[src/mini_pipe_cfg.svh]
`ifndef MINI_PIPE_CFG_SVH
`define MINI_PIPE_CFG_SVH

// Register file geometry.
`define REG_FILE_ADDR_WIDTH 5
`define REG_FILE_DEPTH      (1 << `REG_FILE_ADDR_WIDTH)

// Datapath word width.
`define DATA_WIDTH 32

// Data memory is word addressed, and addresses wrap modulo the depth.
`define DMEM_ADDR_WIDTH 4
`define DMEM_DEPTH      (1 << `DMEM_ADDR_WIDTH)

// Bypass select width and codes.
`define FORW_SEL_WIDTH   2
`define FORW_SEL_INPUT   2'd0 // value read from the register file at issue.
`define FORW_SEL_ALU_RES 2'd1 // result held in the EX/MEM register.
`define FORW_SEL_MEM_RES 2'd2 // result held in the MEM/WB register.

`endif

[src/mini_pipe_pkg.sv]
`include "mini_pipe_cfg.svh"

package mini_pipe_pkg;

    // register index, wide enough for the whole register file.
    typedef logic [`REG_FILE_ADDR_WIDTH - 1:0] reg_idx_t;

    // One datapath word.
    typedef logic [`DATA_WIDTH - 1:0] word_t;

    // bypass select for one operand.
    typedef logic [`FORW_SEL_WIDTH - 1:0] fwd_sel_t;

    // Decoded operation as delivered by the external issuer.
    typedef enum logic [3:0] {
        OP_NOP  = 4'd0,
        OP_ADD  = 4'd1,
        OP_SUB  = 4'd2,
        OP_AND  = 4'd3,
        OP_OR   = 4'd4,
        OP_XOR  = 4'd5,
        OP_ADDI = 4'd6, // rs1 plus the immediate.
        OP_LW   = 4'd7, // loads from rs1 plus the immediate.
        OP_SW   = 4'd8  // stores register rd to rs1 plus the immediate.
    } op_t;

endpackage

[src/reg_file.sv]
`include "mini_pipe_cfg.svh"

module reg_file (
    input  logic                    clk,
    input  logic                    rst_n,
    input  mini_pipe_pkg::reg_idx_t rd_addr_a,
    input  mini_pipe_pkg::reg_idx_t rd_addr_b,
    input  mini_pipe_pkg::reg_idx_t rd_addr_c,
    input  logic                    wr_en,
    input  mini_pipe_pkg::reg_idx_t wr_addr,
    input  mini_pipe_pkg::word_t    wr_data,
    output mini_pipe_pkg::word_t    rd_data_a,
    output mini_pipe_pkg::word_t    rd_data_b,
    output mini_pipe_pkg::word_t    rd_data_c
);
    import mini_pipe_pkg::*;

    word_t regs [`REG_FILE_DEPTH];

    // register 0 is hardwired to zero, and a same-cycle write is passed straight through.
    function automatic word_t read_port(input reg_idx_t addr, input logic we,
                                        input reg_idx_t waddr, input word_t wdata,
                                        input word_t stored);
        word_t val;
        if (addr == '0) begin
            val = '0;
        end else if (we && (waddr == addr)) begin
            val = wdata;
        end else begin
            val = stored;
        end
        return val;
    endfunction

    assign rd_data_a = read_port(rd_addr_a, wr_en, wr_addr, wr_data, regs[rd_addr_a]);
    assign rd_data_b = read_port(rd_addr_b, wr_en, wr_addr, wr_data, regs[rd_addr_b]);
    assign rd_data_c = read_port(rd_addr_c, wr_en, wr_addr, wr_data, regs[rd_addr_c]);

    always_ff @(posedge clk) begin
        if (!rst_n) begin
            for (int i = 0; i < `REG_FILE_DEPTH; i++) begin
                regs[i] <= '0;
            end
        end else if (wr_en && (wr_addr != '0)) begin // writes to r0 are dropped.
            regs[wr_addr] <= wr_data;
        end
    end

endmodule

[src/forwarding_unit.sv]
`include "mini_pipe_cfg.svh"

module forwarding_unit (
    input  mini_pipe_pkg::reg_idx_t ex_reg_1_idx,
    input  mini_pipe_pkg::reg_idx_t ex_reg_2_idx,
    input  mini_pipe_pkg::reg_idx_t ex_reg_dest_idx,

    input  logic                    mem_wb_en,
    input  logic                    mem_no_op,
    input  mini_pipe_pkg::reg_idx_t mem_reg_dest_idx,

    input  logic                    wb_wb_en,
    input  logic                    wb_no_op,
    input  mini_pipe_pkg::reg_idx_t wb_reg_dest_idx,

    output mini_pipe_pkg::fwd_sel_t operand_1_select,
    output mini_pipe_pkg::fwd_sel_t operand_2_select,
    output mini_pipe_pkg::fwd_sel_t store_data_select
);
    import mini_pipe_pkg::*;

    logic mem_valid;
    logic wb_valid;

    // A stage can only supply a value if it really writes a nonzero register.
    assign mem_valid = ~mem_no_op & mem_wb_en & (mem_reg_dest_idx != '0);
    assign wb_valid  = ~wb_no_op & wb_wb_en & (wb_reg_dest_idx != '0);

    // the MEM stage holds the younger producer, so it is checked first.
    function automatic fwd_sel_t pick_source(input reg_idx_t idx,
                                             input logic mem_ok, input reg_idx_t mem_dest,
                                             input logic wb_ok, input reg_idx_t wb_dest);
        fwd_sel_t sel;
        casez ({mem_ok && (idx == mem_dest), wb_ok && (idx == wb_dest)})
            2'b1?:   sel = `FORW_SEL_ALU_RES;
            2'b01:   sel = `FORW_SEL_MEM_RES;
            default: sel = `FORW_SEL_INPUT;
        endcase
        return sel;
    endfunction

    assign operand_1_select  = pick_source(ex_reg_1_idx, mem_valid, mem_reg_dest_idx,
                                           wb_valid, wb_reg_dest_idx);
    assign operand_2_select  = pick_source(ex_reg_2_idx, mem_valid, mem_reg_dest_idx,
                                           wb_valid, wb_reg_dest_idx);
    // store data is named by the destination field of a store.
    assign store_data_select = pick_source(ex_reg_dest_idx, mem_valid, mem_reg_dest_idx,
                                           wb_valid, wb_reg_dest_idx);

endmodule

[src/execute_stage.sv]
`include "mini_pipe_cfg.svh"

module execute_stage (
    input  logic                    clk,
    input  logic                    rst_n,
    input  logic                    issue_valid,
    input  mini_pipe_pkg::op_t      issue_op,
    input  mini_pipe_pkg::reg_idx_t issue_rs1,
    input  mini_pipe_pkg::reg_idx_t issue_rs2,
    input  mini_pipe_pkg::reg_idx_t issue_rd,
    input  mini_pipe_pkg::word_t    issue_imm,
    input  mini_pipe_pkg::word_t    rf_data_1,
    input  mini_pipe_pkg::word_t    rf_data_2,
    input  mini_pipe_pkg::word_t    rf_data_st,
    input  mini_pipe_pkg::fwd_sel_t operand_1_select,
    input  mini_pipe_pkg::fwd_sel_t operand_2_select,
    input  mini_pipe_pkg::fwd_sel_t store_data_select,
    input  mini_pipe_pkg::word_t    wb_result,
    output mini_pipe_pkg::reg_idx_t ex_reg_1_idx,
    output mini_pipe_pkg::reg_idx_t ex_reg_2_idx,
    output mini_pipe_pkg::reg_idx_t ex_reg_dest_idx,
    output mini_pipe_pkg::op_t      mem_op,
    output logic                    mem_wb_en,
    output logic                    mem_no_op,
    output mini_pipe_pkg::reg_idx_t mem_reg_dest_idx,
    output mini_pipe_pkg::word_t    mem_alu_res,
    output mini_pipe_pkg::word_t    mem_store_data
);
    import mini_pipe_pkg::*;

    logic  ex_valid;
    op_t   ex_op;
    word_t ex_imm;
    word_t ex_rf_data_1;
    word_t ex_rf_data_2;
    word_t ex_rf_data_st;
    word_t operand_1;
    word_t operand_2;
    word_t store_data;
    word_t alu_res;
    logic  writes_reg;

    function automatic word_t select_operand(input fwd_sel_t sel, input word_t rf_val,
                                             input word_t alu_val, input word_t wb_val);
        word_t val;
        case (sel)
            `FORW_SEL_ALU_RES: val = alu_val;
            `FORW_SEL_MEM_RES: val = wb_val;
            default:           val = rf_val;
        endcase
        return val;
    endfunction

    always_ff @(posedge clk) begin
        if (!rst_n) begin
            ex_valid <= 1'b0;
        end else begin
            ex_valid <= issue_valid; // a low issue_valid turns into a bubble.
        end
    end

    always_ff @(posedge clk) begin
        ex_op           <= issue_op;
        ex_reg_1_idx    <= issue_rs1;
        ex_reg_2_idx    <= issue_rs2;
        ex_reg_dest_idx <= issue_rd;
        ex_imm          <= issue_imm;
        ex_rf_data_1    <= rf_data_1;
        ex_rf_data_2    <= rf_data_2;
        ex_rf_data_st   <= rf_data_st;
    end

    assign operand_1  = select_operand(operand_1_select, ex_rf_data_1, mem_alu_res, wb_result);
    assign operand_2  = select_operand(operand_2_select, ex_rf_data_2, mem_alu_res, wb_result);
    assign store_data = select_operand(store_data_select, ex_rf_data_st, mem_alu_res, wb_result);

    always_comb begin
        case (ex_op)
            OP_ADD:                alu_res = operand_1 + operand_2;
            OP_SUB:                alu_res = operand_1 - operand_2;
            OP_AND:                alu_res = operand_1 & operand_2;
            OP_OR:                 alu_res = operand_1 | operand_2;
            OP_XOR:                alu_res = operand_1 ^ operand_2;
            OP_ADDI, OP_LW, OP_SW: alu_res = operand_1 + ex_imm; // address or sum.
            default:               alu_res = '0;
        endcase
    end

    // Writes to r0 never reach the retire port, so they are not flagged as writes.
    always_comb begin
        case (ex_op)
            OP_ADD, OP_SUB, OP_AND, OP_OR, OP_XOR, OP_ADDI, OP_LW:
                writes_reg = ex_valid && (ex_reg_dest_idx != '0);
            default:
                writes_reg = 1'b0;
        endcase
    end

    always_ff @(posedge clk) begin
        if (!rst_n) begin
            mem_op    <= OP_NOP;
            mem_wb_en <= 1'b0;
            mem_no_op <= 1'b1;
        end else begin
            mem_op    <= ex_valid ? ex_op : OP_NOP; // bubbles never touch memory.
            mem_wb_en <= writes_reg;
            mem_no_op <= !ex_valid || (ex_op == OP_NOP);
        end
    end

    always_ff @(posedge clk) begin
        mem_reg_dest_idx <= ex_reg_dest_idx;
        mem_alu_res      <= alu_res;
        mem_store_data   <= store_data;
    end

endmodule

[src/memory_stage.sv]
`include "mini_pipe_cfg.svh"

module memory_stage (
    input  logic                    clk,
    input  logic                    rst_n,
    input  mini_pipe_pkg::op_t      mem_op,
    input  logic                    mem_wb_en,
    input  logic                    mem_no_op,
    input  mini_pipe_pkg::reg_idx_t mem_reg_dest_idx,
    input  mini_pipe_pkg::word_t    mem_alu_res,
    input  mini_pipe_pkg::word_t    mem_store_data,
    output logic                    wb_wb_en,
    output logic                    wb_no_op,
    output mini_pipe_pkg::reg_idx_t wb_reg_dest_idx,
    output mini_pipe_pkg::word_t    wb_result
);
    import mini_pipe_pkg::*;

    word_t                       dmem [`DMEM_DEPTH];
    logic [`DMEM_ADDR_WIDTH-1:0] dmem_addr;
    word_t                       load_data;
    word_t                       stage_result;

    // only the low address bits are decoded, so addresses wrap around.
    assign dmem_addr    = mem_alu_res[`DMEM_ADDR_WIDTH-1:0];
    assign load_data    = dmem[dmem_addr];
    assign stage_result = (mem_op == OP_LW) ? load_data : mem_alu_res;

    always_ff @(posedge clk) begin
        if (!rst_n) begin
            for (int i = 0; i < `DMEM_DEPTH; i++) begin
                dmem[i] <= '0;
            end
        end else if (mem_op == OP_SW) begin
            dmem[dmem_addr] <= mem_store_data;
        end
    end

    always_ff @(posedge clk) begin
        if (!rst_n) begin
            wb_wb_en <= 1'b0;
            wb_no_op <= 1'b1; // the WB stage starts out empty.
        end else begin
            wb_wb_en <= mem_wb_en;
            wb_no_op <= mem_no_op;
        end
    end

    always_ff @(posedge clk) begin
        wb_reg_dest_idx <= mem_reg_dest_idx;
        wb_result       <= stage_result;
    end

endmodule

[src/mini_pipe_top.sv]
module mini_pipe_top (
    input  logic                    clk,
    input  logic                    rst_n,
    input  logic                    issue_valid,
    input  mini_pipe_pkg::op_t      issue_op,
    input  mini_pipe_pkg::reg_idx_t issue_rs1,
    input  mini_pipe_pkg::reg_idx_t issue_rs2,
    input  mini_pipe_pkg::reg_idx_t issue_rd,
    input  mini_pipe_pkg::word_t    issue_imm,
    output logic                    retire_valid,
    output mini_pipe_pkg::reg_idx_t retire_rd,
    output mini_pipe_pkg::word_t    retire_data
);
    import mini_pipe_pkg::*;

    word_t    rf_data_1;
    word_t    rf_data_2;
    word_t    rf_data_st;
    reg_idx_t ex_reg_1_idx;
    reg_idx_t ex_reg_2_idx;
    reg_idx_t ex_reg_dest_idx;
    fwd_sel_t operand_1_select;
    fwd_sel_t operand_2_select;
    fwd_sel_t store_data_select;
    op_t      mem_op;
    logic     mem_wb_en;
    logic     mem_no_op;
    reg_idx_t mem_reg_dest_idx;
    word_t    mem_alu_res;
    word_t    mem_store_data;
    logic     wb_wb_en;
    logic     wb_no_op;
    reg_idx_t wb_reg_dest_idx;
    word_t    wb_result;

    // the retire strobe doubles as the register file write enable.
    assign retire_valid = wb_wb_en & ~wb_no_op;
    assign retire_rd    = wb_reg_dest_idx;
    assign retire_data  = wb_result;

    reg_file reg_file_i (
        .clk       (clk),
        .rst_n     (rst_n),
        .rd_addr_a (issue_rs1),
        .rd_addr_b (issue_rs2),
        .rd_addr_c (issue_rd),  // store data is read on the destination index.
        .wr_en     (retire_valid),
        .wr_addr   (wb_reg_dest_idx),
        .wr_data   (wb_result),
        .rd_data_a (rf_data_1),
        .rd_data_b (rf_data_2),
        .rd_data_c (rf_data_st)
    );

    forwarding_unit forwarding_unit_i (
        .ex_reg_1_idx      (ex_reg_1_idx),
        .ex_reg_2_idx      (ex_reg_2_idx),
        .ex_reg_dest_idx   (ex_reg_dest_idx),
        .mem_wb_en         (mem_wb_en),
        .mem_no_op         (mem_no_op),
        .mem_reg_dest_idx  (mem_reg_dest_idx),
        .wb_wb_en          (wb_wb_en),
        .wb_no_op          (wb_no_op),
        .wb_reg_dest_idx   (wb_reg_dest_idx),
        .operand_1_select  (operand_1_select),
        .operand_2_select  (operand_2_select),
        .store_data_select (store_data_select)
    );

    execute_stage execute_stage_i (
        .clk               (clk),
        .rst_n             (rst_n),
        .issue_valid       (issue_valid),
        .issue_op          (issue_op),
        .issue_rs1         (issue_rs1),
        .issue_rs2         (issue_rs2),
        .issue_rd          (issue_rd),
        .issue_imm         (issue_imm),
        .rf_data_1         (rf_data_1),
        .rf_data_2         (rf_data_2),
        .rf_data_st        (rf_data_st),
        .operand_1_select  (operand_1_select),
        .operand_2_select  (operand_2_select),
        .store_data_select (store_data_select),
        .wb_result         (wb_result),
        .ex_reg_1_idx      (ex_reg_1_idx),
        .ex_reg_2_idx      (ex_reg_2_idx),
        .ex_reg_dest_idx   (ex_reg_dest_idx),
        .mem_op            (mem_op),
        .mem_wb_en         (mem_wb_en),
        .mem_no_op         (mem_no_op),
        .mem_reg_dest_idx  (mem_reg_dest_idx),
        .mem_alu_res       (mem_alu_res),
        .mem_store_data    (mem_store_data)
    );

    memory_stage memory_stage_i (
        .clk              (clk),
        .rst_n            (rst_n),
        .mem_op           (mem_op),
        .mem_wb_en        (mem_wb_en),
        .mem_no_op        (mem_no_op),
        .mem_reg_dest_idx (mem_reg_dest_idx),
        .mem_alu_res      (mem_alu_res),
        .mem_store_data   (mem_store_data),
        .wb_wb_en         (wb_wb_en),
        .wb_no_op         (wb_no_op),
        .wb_reg_dest_idx  (wb_reg_dest_idx),
        .wb_result        (wb_result)
    );

endmodule

[config.mk]
export PLATFORM = sky130hd
export DESIGN_NAME = mini_pipe_top
export DESIGN_NICKNAME = d
export VERILOG_FILES = /design/src/mini_pipe_pkg.sv /design/src/reg_file.sv /design/src/forwarding_unit.sv /design/src/execute_stage.sv /design/src/memory_stage.sv /design/src/mini_pipe_top.sv
export VERILOG_INCLUDE_DIRS = /design/src
export SDC_FILE = /design/constraint.sdc
export NUM_CORES = 2
export LEC_CHECK = 0
export CORE_MARGIN = 5
export CORE_UTILIZATION = 54
export DETAILED_ROUTE_END_ITERATION = 16
export DONT_BUFFER_PORTS = 1
export PLACE_DENSITY = 0.69
export SYNTH_ARGS = -nofsm -noshare
export SYNTH_HDL_FRONTEND = slang
export SYNTH_SLANG_ARGS = --single-unit
export TNS_END_PERCENT = 100
[constraint.sdc]
create_clock -name clk -period 7.5 [get_ports clk]
set_input_delay 0.375 -clock clk [delete_from_list [all_inputs] [get_ports clk]]
set_output_delay 0.375 -clock clk [all_outputs]
set_load 0.03 [all_outputs]
==> results.cfg <==
[yosys]
yosysWarningCount = 0
synth_ff_type = edfxtp_1
synth_area_mm2 = 0.09834
synth_cells = 6555
synthArstFlopShare = 0
ys_seq_area_frac = 0.5224
syn_area_per_cell_um2 = 15.00
ys_seq_elements = 1798
ys_types = 70
synth_edf_count = 1536

[setup_path]
end_kind = flop
cp.required_ns = 8.19
path_class = reg -> reg
path_buf_inv = 2
start_kind = flop
crit_path_max_incr_delay_ns = 0.78
cpMaxStageDelayCell = a2111oi_0
critPathArrivalTime_ns = 7.74
cp_cell_sequence = or4_1, o21ai_4, or3_1, buf_4, a31oi_1, nor4b_1, nand4_1, buf_4, nor3b_1, a221o_1, ha_1, nand3_1, nor2_1, a221o_1, a31o_2, a311o_1, and4_1, a2111oi_0, or4_1, nand4_1
critPathTopFamily = compound AO/OA/AOI/OAI gates
path_max_fanout = 32

[timing]
setup_viol = 0
rsz0062_at_grt = false
final.min_clock_period_ns = 7.045
fin_skew_ns = 0.07224
tightest_slew_ns = 3.218
fmaxAchievable_ghz = 0.1419
tns_ns = 0
fin_crit_sh = 0.9393
maxSlewViolCount = 240
hold_viol_final = 0
maxSlewHeadroom = -1.145

[detailed_routing]
drt-pass1-iter-count = 6
drtIter0Drc = 10455
routed_wirelength_um = 348900
vias_per_cell = 7.149
drc = 0
wl_per_cell_um = 39.33
antenna_left = 0
vias = 63419

[placed_design]
globalplace.congestion = 0.9173
io_buffer_count = 0
dpl.hpwl_um = 191200
place_area_mm2 = 0.1010

[floorplan]
ios = 92
core_area_mm2 = 0.1809
fp.dieH_um = 436.7
fp.dieW_um = 436.7
num_rows = 156
start_util = 0.5435
dieArea_mm2 = 0.1907

[global_route]
grt_max_degree = 260
overflow = 0
grt_pass1_wl_um = 485500
antenna_found_initial = 36
grt_pass1_vias = 62847
grtUsageTotal = 0.3640

[final_layout]
layout_common_cells = edfxtp_1, and2_1, mux4_2, dfxtp_1, clkbuf_16
layout_commonest_cell = edfxtp_1
fin_nets = 6474
final_util = 0.5972
drive_above_1_share = 0.2771
fillers = 13417
design_area_mm2 = 0.1081
areaGrowthSynthToFinish_pct = 9.882

[clock_tree]
clk_pin_slew_worst_paths_ns = 0.06
worstSkewPairLatency_ns = 0.88
cts_buffers = 193
tritoncts = yes
ctsRootBufferMaster = clkbuf_16
post_cts_buffers = 0
cts.sinks = 1798
clk_path_buf_depth = 3
cts_htree_levels = 4

[power_and_ir_drop]
pwr-share-clk = 0.372
power_frac_seq = 0.463
power.internal_mw = 18.56
powerDensity_mw_per_mm2 = 241.9
p_leak_nw = 39.04
power_frac_comb = 0.165
p_sw_mw = 7.578
total_power_mw = 26.13
swShare = 0.2900
ir_drop_mv = 0.2660

[run_status]
violations = max-slew violations
status = finished, violations left

[min_path]
hp-class = in -> reg

[flow_run]
maxCapViolCount = 0
==> Yosys cell counts (all sizes together), types with 41 or more instances <==
library cell	instances	area (µm²)
clkbuf	541	2031
nor2	220	825.8
buf	146	569.3
mux2i	167	1672
edfxtp	1536	46120
and3	107	669.4
ha	96	1201
o21ai	181	917.1
a21oi	41	205.2
and2	1412	8833
inv	70	262.8
dfxtp	262	5245
xnor2	54	473.0
mux4	1119	25200
nand2	150	570.6
a211oi	99	743.2
==> kinds of logic (layout without fill, tap and decap cells) <==
logic type / after synthesis / after routing / synth area share
multiplexers: 1318 / 1318 / 0.2769
AO/OA/AOI/OAI: 457 / 457 / 0.03060
adder cells (fa/ha/maj): 97 / 97 / 0.01242
flip-flops: 1798 / 1798 / 0.5224
XOR/XNOR: 94 / 94 / 0.008372
AND/OR/NAND/NOR: 2032 / 2032 / 0.1201
buffers and inverters: 758 / 660 / 0.02915
other: 1 / 45 / 0.00003813
==> cell type report <==
| class | instances | area (µm²) | share of cell area |
|---|---|---|---|
| sequential | 1798 | 51420 | 0.4759 |
| multi-input combinational | 4030 | 45050 | 0.4169 |
| clock buffer | 266 | 5378 | 0.04977 |
| tap | 2370 | 2965 | 0.02744 |
| timing repair buffer | 229 | 1899 | 0.01758 |
| clock inverter | 94 | 1045 | 0.009668 |
| inverter | 71 | 266.5 | 0.002466 |
| antenna | 13 | 32.53 | 0.0003011 |
==> final timing paths <==
check / cells past startpoint / slack (ns) / start / endpoint
worst max-delay path: 20 / 0.45 / execute_stage_i.mem_reg_dest_idx[1] / execute_stage_i.mem_alu_res[30]
worst min register to register: 0 / 0.40 / execute_stage_i.ex_reg_dest_idx[4] / execute_stage_i.mem_reg_dest_idx[4]
worst max register to register: 20 / 0.45 / execute_stage_i.mem_reg_dest_idx[1] / execute_stage_i.mem_alu_res[30]
worst min-delay path: 2 / 0.06 / issue_rd[4] / execute_stage_i.ex_rf_data_st[19]
==> power groups by stage <==
| stage | clock network (mW) | registers, mW | logic [mW] |
|---|---|---|---|
| floorplan | 0 | 11.9 | 2.82 |
| global placement | 0 | 12.2 | 4.07 |
| detailed placement | 0 | 12.2 | 4.09 |
| CTS | 9.76 | 12.0 | 4.15 |
| global route | 10.2 | 12.1 | 4.38 |
| finish | 9.73 | 12.1 | 4.32 |
==> sequential cells by signal (all words and copies together), names as in the netlist, 4 cells and up <==
register and flops:
memory_stage_i.wb_reg_dest_idx 5, execute_stage_i.ex_imm 32, execute_stage_i.ex_op 4, execute_stage_i.mem_store_data 32
execute_stage_i.ex_reg_2_idx 5, execute_stage_i.ex_rf_data_st 32, execute_stage_i.ex_rf_data_1 32, execute_stage_i.ex_reg_1_idx 5
execute_stage_i.ex_rf_data_2 32, execute_stage_i.mem_op 4, memory_stage_i.wb_result 32, execute_stage_i.mem_alu_res 32
execute_stage_i.mem_reg_dest_idx 5, memory_stage_i.dmem 512, reg_file_i.regs 1024, execute_stage_i.ex_reg_dest_idx 5
==> stage by stage <==
stage	setup WS (ns)	hold WS (ns)	instances
after floorplan	1.510	0.3290	6586
after global placement	0.7122	0.4010	8438
after detailed placement	0.6469	0.4005	8438
after CTS	0.5679	0.001075	8857
after global routing	0.1114	0.001625	8859
final	0.4549	0.06013	8871
==> repair_timing <==
item	CTS	global route
hold endpoints to repair	177	2
gates resized for setup	0	0
hold buffers	59	1
==> layer usage <==
| metal | routed length (µm) | GRT usage | vias to the layer above |
|---|---|---|---|
| li1 | - | - | 24923 |
| met1 | 118200 | 0.4678 | 32600 |
| met2 | 155200 | 0.5377 | 4790 |
| met3 | 50970 | 0.1297 | 1088 |
| met4 | 24260 | 0.2128 | 18 |
| met5 | 278 | 0.006552 | - |
Note: power is estimated with default switching activity, not from simulation.
